==> src/bus_pkg.sv <==
// Bus widths and credit counts of the requester port
// Shared by every module that sits on the request or response path
package bus_pkg;

  localparam int unsigned DataWidth = 64;
  localparam int unsigned StrbWidth = DataWidth / 8;

  // Credits held by the requester and by the router after reset
  localparam int unsigned ReqCredits = 2;
  localparam int unsigned RspCredits = 2;

  localparam int unsigned MaxCredits =
    (ReqCredits > RspCredits) ? ReqCredits : RspCredits;
  localparam int unsigned CreditCntWidth = $clog2(MaxCredits + 1);

  localparam logic [CreditCntWidth-1:0] RspCreditInit = CreditCntWidth'(RspCredits);

  // Request FIFO pointers, one entry per request credit
  localparam int unsigned ReqPtrWidth = (ReqCredits > 1) ? $clog2(ReqCredits) : 1;
  localparam logic [ReqPtrWidth-1:0] ReqLastPtr = ReqPtrWidth'(ReqCredits - 1);

endpackage

==> src/soc_map_pkg.sv <==
// Memory map of the system bus and the address layout seen by the targets
// The router decodes regions with it, the targets pick words and bytes with it
package soc_map_pkg;

  localparam int unsigned AddrWidth = 32;

  // Region bases and lengths in bytes
  localparam logic [AddrWidth-1:0] RomBase    = 32'h0001_0000;
  localparam logic [AddrWidth-1:0] RomLength  = 32'h0001_0000;
  localparam logic [AddrWidth-1:0] UartBase   = 32'h1000_0000;
  localparam logic [AddrWidth-1:0] UartLength = 32'h0000_1000;
  localparam logic [AddrWidth-1:0] DramBase   = 32'h8000_0000;
  localparam logic [AddrWidth-1:0] DramLength = 32'h0000_0800;

  // Address split into upper bits, 64-bit word index and byte offset
  localparam int unsigned UpperWidth      = 21;
  localparam int unsigned IndexWidth      = 8;
  localparam int unsigned OffsetWidth     = 3;
  localparam int unsigned ConsoleOffWidth = IndexWidth + OffsetWidth;
  localparam int unsigned SramWords       = 2 ** IndexWidth;

  typedef enum logic [1:0] {ROM, UART, DRAM, NONE} target_e;

  typedef union packed {
    logic [AddrWidth-1:0] flat;
    struct packed {
      logic [UpperWidth-1:0]  upper;
      logic [IndexWidth-1:0]  index;
      logic [OffsetWidth-1:0] offset;
    } fields;
  } addr_word_u;

  // Boot image, repeats every BootWords words across the ROM region
  localparam int unsigned BootWords   = 8;
  localparam int unsigned BootIdxWidth = $clog2(BootWords);
  localparam logic [bus_pkg::DataWidth-1:0] BootImage [BootWords] = '{
    64'h0000_0297_0182_8293, 64'h0002_8067_0000_0013,
    64'h1000_0537_0480_0593, 64'h00b5_0023_0000_0073,
    64'hdead_beef_cafe_f00d, 64'h0123_4567_89ab_cdef,
    64'hfedc_ba98_7654_3210, 64'h5a5a_a5a5_0f0f_f0f0
  };

  // Console register offsets inside the UART region
  localparam logic [ConsoleOffWidth-1:0] ConsoleTxOff   = 11'h000;
  localparam logic [ConsoleOffWidth-1:0] ConsoleExitOff = 11'h008;
  localparam int unsigned ExitWidth = 32;

endpackage

==> src/addr_router.sv <==
// Decodes the head request against the memory map and dispatches it to one target
// Takes a request only while a response credit is held, answers one cycle later
`timescale 1ns/10ps

module addr_router (
  input  logic                                    clk_i,
  input  logic                                    arst_n_i,
  input  logic                                    head_valid_i,
  input  logic                                    head_write_i,
  input  logic [soc_map_pkg::AddrWidth-1:0]       head_addr_i,
  input  logic [bus_pkg::DataWidth-1:0]           head_wdata_i,
  input  logic [bus_pkg::StrbWidth-1:0]           head_strb_i,
  input  logic                                    rsp_credit_i,
  input  logic [bus_pkg::DataWidth-1:0]           rom_rdata_i,
  input  logic [bus_pkg::DataWidth-1:0]           sram_rdata_i,
  input  logic [bus_pkg::DataWidth-1:0]           console_rdata_i,
  output logic                                    pop_o,
  output logic                                    rom_sel_o,
  output logic                                    sram_sel_o,
  output logic                                    console_sel_o,
  output logic                                    mem_write_o,
  output logic [soc_map_pkg::IndexWidth-1:0]      mem_index_o,
  output logic [bus_pkg::DataWidth-1:0]           mem_wdata_o,
  output logic [bus_pkg::StrbWidth-1:0]           mem_strb_o,
  output logic [soc_map_pkg::ConsoleOffWidth-1:0] console_off_o,
  output logic                                    rsp_valid_o,
  output logic [bus_pkg::DataWidth-1:0]           rsp_rdata_o,
  output logic                                    rsp_err_o
);

  soc_map_pkg::addr_word_u            head_addr;
  soc_map_pkg::target_e               target;
  soc_map_pkg::target_e               target_q;
  logic                               take;
  logic                               write_q;
  logic                               rsp_valid_q;
  logic [bus_pkg::CreditCntWidth-1:0] credit_q;

  assign head_addr.flat = head_addr_i;

  // Region decode, end addresses are exclusive
  always_comb begin
    target = soc_map_pkg::NONE;
    if (head_addr.flat >= soc_map_pkg::RomBase &&
        head_addr.flat < soc_map_pkg::RomBase + soc_map_pkg::RomLength) begin
      target = soc_map_pkg::ROM;
    end else if (head_addr.flat >= soc_map_pkg::UartBase &&
                 head_addr.flat < soc_map_pkg::UartBase + soc_map_pkg::UartLength) begin
      target = soc_map_pkg::UART;
    end else if (head_addr.flat >= soc_map_pkg::DramBase &&
                 head_addr.flat < soc_map_pkg::DramBase + soc_map_pkg::DramLength) begin
      target = soc_map_pkg::DRAM;
    end
  end

  assign take  = head_valid_i && (credit_q != '0);
  assign pop_o = take;

  assign rom_sel_o     = take && (target == soc_map_pkg::ROM);
  assign sram_sel_o    = take && (target == soc_map_pkg::DRAM);
  assign console_sel_o = take && (target == soc_map_pkg::UART);
  assign mem_write_o   = head_write_i;
  assign mem_index_o   = head_addr.fields.index;
  assign mem_wdata_o   = head_wdata_i;
  assign mem_strb_o    = head_strb_i;
  assign console_off_o = {head_addr.fields.index, head_addr.fields.offset};

  always_ff @(posedge clk_i or negedge arst_n_i) begin
    if (!arst_n_i) begin
      rsp_valid_q <= 1'b0;
      credit_q    <= bus_pkg::RspCreditInit;
    end else begin
      rsp_valid_q <= take;
      case ({rsp_credit_i, take})
        2'b10:   credit_q <= credit_q + 1'b1;
        2'b01:   credit_q <= credit_q - 1'b1;
        default: credit_q <= credit_q;
      endcase
    end
  end

  // Which target answers next cycle
  always_ff @(posedge clk_i) begin
    if (take) begin
      target_q <= target;
      write_q  <= head_write_i;
    end
  end

  assign rsp_valid_o = rsp_valid_q;
  assign rsp_err_o   = rsp_valid_q && (target_q == soc_map_pkg::NONE);

  always_comb begin
    rsp_rdata_o = '0;
    if (!write_q) begin
      case (target_q)
        soc_map_pkg::ROM:  rsp_rdata_o = rom_rdata_i;
        soc_map_pkg::UART: rsp_rdata_o = console_rdata_i;
        soc_map_pkg::DRAM: rsp_rdata_o = sram_rdata_i;
        default:           rsp_rdata_o = '0;
      endcase
    end
  end

endmodule

==> config.mk <==
export PLATFORM = sky130hd
export DESIGN_NAME = addr_router
export DESIGN_NICKNAME = d
export VERILOG_FILES = /design/src/bus_pkg.sv /design/src/soc_map_pkg.sv /design/src/addr_router.sv
export SDC_FILE = /design/constraint.sdc
export NUM_CORES = 1
export LEC_CHECK = 0
export BUFFER_PORTS_ARGS = -buffer_cell sky130_fd_sc_hd__clkbuf_2
export CORE_AREA = 2 2 178 180
export CTS_BUF_LIST = sky130_fd_sc_hd__clkbuf_8 sky130_fd_sc_hd__clkbuf_16
export CTS_CLUSTER_DIAMETER = 100
export DETAILED_ROUTE_END_ITERATION = 10
export DIE_AREA = 0 0 180 182
export PLACE_DENSITY_LB_ADDON = 0.3
export REMOVE_ABC_BUFFERS = 1
export SLEW_MARGIN = 10
export SYNTH_ARGS = -nofsm -noshare
export SYNTH_HDL_FRONTEND = slang
export SYNTH_SLANG_ARGS = --single-unit
==> constraint.sdc <==
create_clock -name clk_i -period 1.8 [get_ports clk_i]
set_input_delay 0.18 -clock clk_i [delete_from_list [all_inputs] [get_ports clk_i]]
set_output_delay 0.18 -clock clk_i [all_outputs]
set_load 0.02 [all_outputs]
Word level (Yosys, flattened, before mapping)
Cells that the tools add are included.
- add/sub/neg operators: 2
- order comparisons: 6
- eq/ne operators: 7
- multiplexer cells: 6
- reduce and logical (&&, ||, !) cells: 12
- operators with widths (operator ; count):
    $pmux W64 S3 ; 1
    $mux W64 ; 1
    $ge A32 B17 Y1 const B ; 1
    $ge A32 B29 Y1 const B ; 1
    $ge A32 B32 Y1 const B ; 1
    $lt A32 B18 Y1 const B ; 1
    $lt A32 B29 Y1 const B ; 1
    $lt A32 B32 Y1 const B ; 1
    $eq A2 B2 Y1 const B ; 4
    $logic_and A1 B1 Y1 ; 8
    $eq A2 B1 Y1 const B ; 3
    $logic_not A2 Y1 ; 2
    $mux W2 ; 2
    $pmux W2 S2 ; 1
    $reduce_bool A2 Y1 ; 2
    $add A2 B1 Y2 const B ; 1
    $sub A2 B1 Y2 const B ; 1
    $mux W1 ; 1
- flip-flop bits (word level): 6
- input bits: 301
- output and inout port bits: 162
- logic and storage cells: 37

Longest topological paths before layout
Gate-level depths: netlist of the first run.
- depth after elaboration: 7
- mapped depth: 6
- gate-level depth less buffers: 6

Worst setup path before layout of the first run
Ideal clock, no wire load.
- path type: reg-to-reg
- start: reg credit_q[0] (netlist bit)
- end: reg credit_q[1] (netlist bit)
- library setup time: 0.075 ns
- arrival: 1.556 ns
- setup slack: 0.170 ns
- stages on the path, launching flop included: 6
- buffers on the path: 0
- cells stage by stage: dfrtp_1 -> o21ai_0 -> inv_1 -> ha_1 -> nor2_1 -> xor2_1
- cells in the longest elaborated chain, start to end: 4
- ends and longest elaborated chain (item ; line ; RTL):
    start: declaration ; addr_router.sv:37 ; logic [bus_pkg::CreditCntWidth-1:0] credit_q;
    start signal: assignment ; addr_router.sv:71 ; credit_q <= bus_pkg::RspCreditInit;
    start signal: assignment ; addr_router.sv:75 ; 2'b10: credit_q <= credit_q + 1'b1;
    start signal: assignment ; addr_router.sv:76 ; 2'b01: credit_q <= credit_q - 1'b1;
    $reduce_bool A2 Y1 * ; addr_router.sv:56 ; assign take = head_valid_i && (credit_q != '0);
    $logic_and A1 B1 Y1 * ; addr_router.sv:56 ;
    via pop_o ; addr_router.sv:17 ; output logic pop_o,
    $eq A2 B1 Y1 or $eq A2 B2 Y1 (tied branches) ; addr_router.sv:74 ; case ({rsp_credit_i, take})
    $pmux W2 S2 or $reduce_bool A2 Y1 (tied branches) ; -- ;
The timed path passes the listed nets; every way through them passes the cells marked *.
A chain may end at the register's enable or synchronous reset.

Worst setup path after layout of the first run
- start: reg target_q[0]
- end: out rsp_rdata_o[61] (netlist bit)
- cells in the longest elaborated chain, start to end: 3
- ends and longest elaborated chain (item ; line ; RTL):
    start: declaration ; addr_router.sv:33 ; soc_map_pkg::target_e target_q;
    start signal: assignment ; addr_router.sv:85 ; target_q <= target;
    $eq A2 B2 Y1 (tied with other cells) ; addr_router.sv:96 ; case (target_q)
    $pmux W64 S3 * ; addr_router.sv:96 ;
    $mux W64 * ; addr_router.sv:95 ; if (!write_q) begin
    end: declaration ; addr_router.sv:27 ; output logic [bus_pkg::DataWidth-1:0] rsp_rdata_o,
Mark *: on every way between the ends. The rest lies on a longest branch, timed or not.

==> metrics.md, run 1 <==
| Metric | Value |
|---|---|
| Total I/O pin count | 463 |
| Distinct cells, synth | 31 |
| Synthesis-stage register bit count | 6 |
| Core footprint | ~0.031 mm^2 |
| Clock latency reported for the late side of the worst-skew pair | between 0.2 and 0.25 ns |
| Iteration count of the initial detailed-routing pass | 5 |
| Data required time at the worst endpoint | about 1.6 ns |
| Worst setup margin | -0.132 ns |
| CTS max path bufs | 2 |
| Number of warning messages in the yosys log | 0 |
| Most common library cell in the layout ignoring fill and taps | sky130_fd_sc_hd__clkbuf_2 |
| P per Cell Area | roughly 340 mW/mm^2 |
| Hold depth | 1 |
| Number of placement rows | 65 |
| Max-slew violations | 0 |
| Number of antenna violations at the first check in global routing | 0 |
| Gate count after technology mapping | 412 |
| Worst reg-to-reg path cell count | 5 |
| Filler Cells Inserted | between 3k and 4k |
| Layout Utilization | 0.155 |
| PnR Total Power | ~1.6 mW |
| Final non-filler cell total | between 1k and 1.5k |
| Levels on crit path | 7 |
| Area taken by flip-flops and latches | 166 um^2 |
| VDD IR max | around 0.22 mV |
| Hold Violations, Final | 0 |
| Flop pwr share | 0.137 |
| Final worst-path cycle share | 1.07 |
| Clock-pin slew of the registers on the worst-case setup and hold paths | around 0.040 ns |
| Total setup violations reported at the end of the flow | 64 |
| Cell area after synthesis | 0.00288 mm^2 |
| Number of levels in the clock H-tree | 1 |
| Kind of critical path | flip-flop to output pin |
| Result of the run | finished, violations left |
| Critical path capture point type | output pin |
| Vias in the first global route | 3724 |
| DRC | 0 |
| Number of vias in the routed layout | 3709 |
| Gate power share | 0.641 |
| Largest stage delay, worst path | 0.39 ns |
| Switching Share | 0.394 |
| Total congestion overflow after global routing | 0 |
| Mean number of vias per cell | approximately 3.6 |
| Switching power total | ~0.65 mW |
| Arrival time at the worst endpoint | between 1.5 and 2 ns |
| Setup skew after layout | 0.00421 ns |
| RSZ-0062 raised after global routing | true |
| Proportion of power drawn by the clock network | 0.223 |
| Minimum period implied by the final worst setup slack | ~1.9 ns |
| Die height | between 150 and 200 um |
| DP Wirelength | between 15 and 20 mm |
| Cell total after placement | between 900 and 1k |
| Most frequent cells in the layout | 222 x sky130_fd_sc_hd__clkbuf_2, 67 x sky130_fd_sc_hd__buf_4, 64 x sky130_fd_sc_hd__mux2i_1 |
| # port buffers | 288 |
| Global Route Usage Sum | 0.121 |
| Master of the slowest instance on the critical path | sky130_fd_sc_hd__edfxtp_1 |
| Largest net degree at the start of global routing | 65 |
| Total clock buffers created by CTS | 3 |
| Relative slew slack | 0.713 |
| Cell leakage power | approximately 2.5 nW |
| Share of post-route cells with drive strength above 1 | 0.572 |
| Effective utilization at floorplan | 0.0931 |
| Clock root cell | sky130_fd_sc_hd__clkbuf_16 |
| Crit-path max FO | 5 |
| Total Routed Length | between 20 and 25 mm |
| CP most frequent cell | sky130_fd_sc_hd__buf_4 |
| Slew of the pin with the lowest slew margin | ~0.43 ns |
| TritonCTS clock tree | done |
| Highest attainable clock frequency | 518 MHz |
| Register area share after synthesis | 0.0577 |
| Violations in the final reports | setup timing |
| Worst min-delay path category | primary input to flip-flop |
| Cell class contributing the biggest share of worst-path delay | buffers and inverters |
| Final antenna diode count | 0 |
| Sink count of the clock tree | 6 |
| Cell Chain, Critical Path | buf_4 -> clkbuf_16 -> buf_4 -> mux2i_1 -> or2_1 -> a21oi_2 -> clkbuf_8 |
| Average wire length per cell after detail routing | 21.3 um |
| GP Congestion | between 0.7 and 0.8 |
| Chip Width | around 180 um |
| Category of the worst setup path launch point | flip-flop |
| First-pass GRT wire length | approximately 28 mm |
| Number of DRC violations after detailed-routing iteration 0 | about 120 |
| Max capacitance violation total | 0 |
| Die ar. | between 0.03 and 0.04 mm^2 |
| Remaining number of nets flagged by the antenna check after routing | 0 |
| Nets | around 920 |
| Combined area of the multi-input logic cells | ~0.0019 mm^2 |
| Layout area overhead | 66.9% |
| Mean cell area of the mapped netlist | around 7 um^2 |
| Crit path buf inv count | 4 |
| Cell Int Power | ~1 mW |
[layer usage]
layer,GRT usage,wire (um)
met2,0.168,8710
met1,0.136,8450
met3,0.109,4100
met5,0.0696,280
met4,0.0104,99
[area by class of cell]
class                      instances  share of cell area
timing repair buffer             319               0.442
multi-input combinational        283               0.400
tap                              402               0.104
sequential                         6              0.0346
clock buffer                       3              0.0156
inverter                           3             0.00234
clock inverter                     1            0.000780
[Yosys cell counts, drive strengths merged]
cell	instances	share of area
a21o	1	0.0026
a21oi	64	0.12
and3	1	0.0022
buf	104	0.29
clkbuf	16	0.021
dfrtp	2	0.017
dfstp	1	0.0091
edfxtp	3	0.031
ha	1	0.0043
inv	3	0.0039
mux2i	64	0.22
nand2	65	0.085
nand2b	2	0.0043
nand3b	1	0.0026
nand4	2	0.0043
nor2	2	0.0026
nor2b	2	0.0043
nor3b	2	0.0052
nor4	7	0.015
o21ai	1	0.0017
o21bai	1	0.0026
or2	64	0.14
xnor2	2	0.0061
xor2	1	0.0030
[flip-flops by register name, summed over array words and instances, names as in the netlist]
register / cells
credit_q: 2
target_q: 2
rsp_valid_o: 1
write_q: 1
[path summary, 6_finish.rpt]
| check | from | end | slack [ns] |
|---|---|---|---|
| max in group asynchronous | arst_n_i | credit_q[1] | 1.29 |
| min in group asynchronous | arst_n_i | credit_q[0] | 0.31 |
| hold reg to reg | credit_q[0] | credit_q[0] | 0.51 |
| hold / removal | head_write_i | write_q | 0.18 |
| setup / recovery | target_q[0] | rsp_rdata_o[61] | -0.13 |
| setup reg to reg | credit_q[0] | credit_q[1] | 0.40 |
[cells by family after synthesis]
kind of cell	synth area share
xor gates and xnor gates	0.00911
AOI/OAI and AO/OA	0.130
buffers and inverters	0.313
and+or+nand+nor	0.264
DFF	0.0577
adders and majority gates	0.00434
muxes	0.222
[power by group through the flow]
stage,combinational [mW],sequential (mW),clock [mW]
after global placement,0.944,0.229,0
after CTS,1.02,0.228,0.373
after detailed placement,0.942,0.229,0
final,1.06,0.225,0.367
after global routing,1.15,0.230,0.379
after floorplan,0.354,0.308,0
[through the flow]
step           worst slack (ns)  hold slack (ns)  cell area (um^2)  TNS [ns]
2_1_floorplan             -2.84           -0.116              1990   -182.70
3_3_place_gp            -0.0404          -0.0156              4150   -0.0404
3_5_place_dp            -0.0133          -0.0162              4150   -0.0205
4_1_cts                  -0.192            0.182              4610     -9.11
5_1_grt                  -0.222            0.177              4810    -11.55
6_report                 -0.132            0.182              4810     -5.91
[what timing repair did]
| action | 4_1_cts | 5_1_grt |
|---|---|---|
| pin swaps | 2 | 6 |
| buffers inserted | 5 | 4 |
| hold buffers | 1 | 0 |
| cloned | 3 | 4 |
| gates resized for setup | 84 | 85 |
| endpoints found under the setup margin | 65 | 66 |
| endpoints found under the hold margin | 3 | 0 |
Power figures use the tool's default switching activity.
==> run 2: changes to the inputs <==
PLACE_DENSITY_LB_ADDON = 0.25   (was 0.3)
==> run 2 against run 1 <==
Compared with the run above:
- the flow still finishes with violations (setup timing)
- setup slack better by 0.023 ns
- cell area increased by 5.6%
- combinational power grew 7%
- register-to-register slack got worse by 0.04 ns
- routed wire length increased by 6.4%
- core utilization up 0.87 points
- die area unchanged
- largest power group unchanged
==> metrics.md, run 2 (same netlist as run 1, synthesis figures left out) <==
| Metric | Value |
|---|---|
| Result of the run | finished, violations left |
| Violations in the final reports | setup timing |
| Global Route Usage Sum | 0.127 (+0.00610) |
| P per Cell Area | 339 mW/mm^2 (-1.2%) |
| Mean number of vias per cell | 3.69 (+1.3%) |
| TritonCTS clock tree | done |
| Most common library cell in the layout ignoring fill and taps | sky130_fd_sc_hd__clkbuf_2 |
| CP most frequent cell | sky130_fd_sc_hd__buf_12 |
| Total I/O pin count | 463 (unchanged) |
| Hold WS | 0.196 ns (+0.0146 ns) |
| Cell leakage power | 2.53 nW (+0.75%) |
| Kind of critical path | flip-flop to output pin |
| Nets | 915 (-0.33%) |
| Finished layout cell area | 0.00508 mm^2 (+5.6%) |
| Layout area overhead | 76.3% |
| Minimum period implied by the final worst setup slack | 1.91 ns (-0.0229 ns) |
| Data required time at the worst endpoint | 1.62 ns (about the same) |
| Final worst-path cycle share | 1.06 (-0.0127) |
| First-pass GRT wire length | 29.5 mm (+3.8%) |
| Remaining number of nets flagged by the antenna check after routing | 0 (unchanged) |
| Gate power share | 0.658 (+0.017) |
| Total setup violations reported at the end of the flow | 63 (-1.6%) |
| Clock-pin slew of the registers on the worst-case setup and hold paths | 0.04 ns (about the same) |
| Setup skew after layout | 0.00374 ns (-0.000471 ns) |
| Crit-path max FO | 6 (+1) |
| Critical path capture point type | output pin |
| Cell Int Power | 1.02 mW (+2.3%) |
| GP Congestion | 0.718 (-5.2%) |
| DP Wirelength | 16.8 mm (+0.65%) |
| Total clock buffers created by CTS | 3 (unchanged) |
| Clock latency reported for the late side of the worst-skew pair | 0.23 ns (about the same) |
| Flop pwr share | 0.132 (-0.005) |
| PnR Total Power | 1.72 mW (+4.4%) |
| Number of vias in the routed layout | 3753 (+1.2%) |
| Total congestion overflow after global routing | 0 (unchanged) |
| Iteration count of the initial detailed-routing pass | 4 (-1) |
| RSZ-0062 raised after global routing | true |
| Average wire length per cell after detail routing | 22.7 um (+6.5%) |
| Share of post-route cells with drive strength above 1 | 0.658 (+0.0861) |
| Max capacitance violation total | 0 (unchanged) |
| Registers with the highest flip-flop counts | credit_q (2), target_q (2) |
| Master of the slowest instance on the critical path | sky130_fd_sc_hd__edfxtp_1 |
| Number of placement rows | 65 (unchanged) |
| CTS max path bufs | 2 (unchanged) |
| Chip Width | 180 um (unchanged) |
| Die height | 182 um (unchanged) |
| Relative slew slack | 0.623 (-0.0900) |
| Effective utilization at floorplan | 0.0931 (unchanged) |
| Arrival time at the worst endpoint | 1.73 ns (-0.02 ns) |
| Die ar. | 0.0328 mm^2 (unchanged) |
| Clock root cell | sky130_fd_sc_hd__clkbuf_16 |
| Worst min-delay path category | primary input to flip-flop |
| Cell class contributing the biggest share of worst-path delay | buffers and inverters |
| Number of antenna violations at the first check in global routing | 1 (+1) |
| Standard cell area after detailed placement | 0.00409 mm^2 (-1.5%) |
| Slew of the pin with the lowest slew margin | 0.566 ns (+0.135 ns) |
| Crit path buf inv count | 4 (unchanged) |
| Proportion of power drawn by the clock network | 0.210 (-0.013) |
| TNS Setup | -3.48 ns (+2.43 ns) |
| Number of DRC violations after detailed-routing iteration 0 | 124 (+2.5%) |
| Highest attainable clock frequency | 524 MHz (+1.2%) |
| Number of levels in the clock H-tree | 1 (unchanged) |
| # port buffers | 288 (unchanged) |
| Largest stage delay, worst path | 0.43 ns (+0.04 ns) |
| Hold Violations, Final | 0 (unchanged) |
| Core footprint | 0.0310 mm^2 (unchanged) |
| DRC | 0 (unchanged) |
| Max-slew violations | 0 (unchanged) |
| Switching Share | 0.406 (+0.0123) |
| Cell Chain, Critical Path | buf_12 -> nor2b_4 -> buf_12 -> clkbuf_16 -> nand2_4 -> a21oi_4 -> buf_8 |
| Largest net degree at the start of global routing | 37 (-43%) |
| Vias in the first global route | 3683 (-1.1%) |
| Category of the worst setup path launch point | flip-flop |
| Total Routed Length | 23.0 mm (+6.4%) |
| Most frequent cells in the layout | 223 x sky130_fd_sc_hd__clkbuf_2, 60 x sky130_fd_sc_hd__mux2i_1, 58 x sky130_fd_sc_hd__or2_1 |
| Worst setup margin | -0.109 ns (+0.0229 ns) |
| Switching power total | 0.699 mW (+7.7%) |
| Pre-CTS WS | 0.0582 ns (+0.0714 ns) |
| VDD IR max | 0.224 mV (+2.8%) |
| Sink count of the clock tree | 6 (unchanged) |
==> run 2: worst paths after layout <==
| kind | end | from | cells after the start | slack (ns) |
|---|---|---|---|---|
| worst max-delay path | rsp_rdata_o[18] | target_q[0] | 7 | -0.11 |
| worst min-delay path | write_q | head_write_i | 1 | 0.20 |
| worst max register to register | credit_q[1] | credit_q[0] | 5 | 0.36 |
| worst min register to register | credit_q[0] | credit_q[0] | 1 | 0.51 |
| max in group asynchronous | credit_q[1] | arst_n_i | 2 | 1.30 |
| min in group asynchronous | rsp_valid_o | arst_n_i | 2 | 0.30 |
==> run 2: area by class of cell <==
class                      count  area (um^2)
sequential                     6          166
timing repair buffer         316         2210
clock buffer                   3         75.1
antenna                        2         5.00
multi-input combinational    283         2110
inverter                       3         11.3
fill                        3550        25900
tap                          402          503
clock inverter                 1         3.75
==> run 2: worst reg2reg max path, stage by stage, from the launching register on <==
cell	delay [ns]
sky130_fd_sc_hd__dfrtp_1	0.40
sky130_fd_sc_hd__o21ai_0	0.26
sky130_fd_sc_hd__inv_1	0.10
sky130_fd_sc_hd__ha_1	0.32
sky130_fd_sc_hd__nor2_1	0.14
sky130_fd_sc_hd__xor2_1	0.15
==> run 2: metrics by stage <==
stage               utilization  cells
floorplan                     -    292
finish                    0.164   1016
global route              0.164   1014
global placement          0.132    994
CTS                       0.152   1011
detailed placement        0.132    994
==> run 2: layer usage <==
metal	GRT usage	vias to the layer above	share of wire
met3	0.124	10	0.20
met5	0.0578	-	0.011
met4	0.00748	8	0.0023
met2	0.172	385	0.39
li1	-	1686	-
met1	0.143	1664	0.40
==> run 2: timing repair <==
| item | in CTS | in global routing |
|---|---|---|
| endpoints found under the hold margin | 3 | 0 |
| pin swaps | 7 | 23 |
| hold buffers | 1 | 0 |
| gates cloned | 5 | 5 |
| setup buffers | 7 | 0 |
| resized for setup | 105 | 134 |
| setup endpoints to repair | 64 | 66 |
==> run 2: power groups by stage <==
stage | clock network [mW] | logic [mW] | registers, mW
floorplan | 0 | 0.354 | 0.308
global placement | 0 | 0.939 | 0.232
detailed placement | 0 | 0.935 | 0.228
CTS | 0.370 | 1.06 | 0.229
global route | 0.380 | 1.24 | 0.232
finish | 0.362 | 1.13 | 0.227
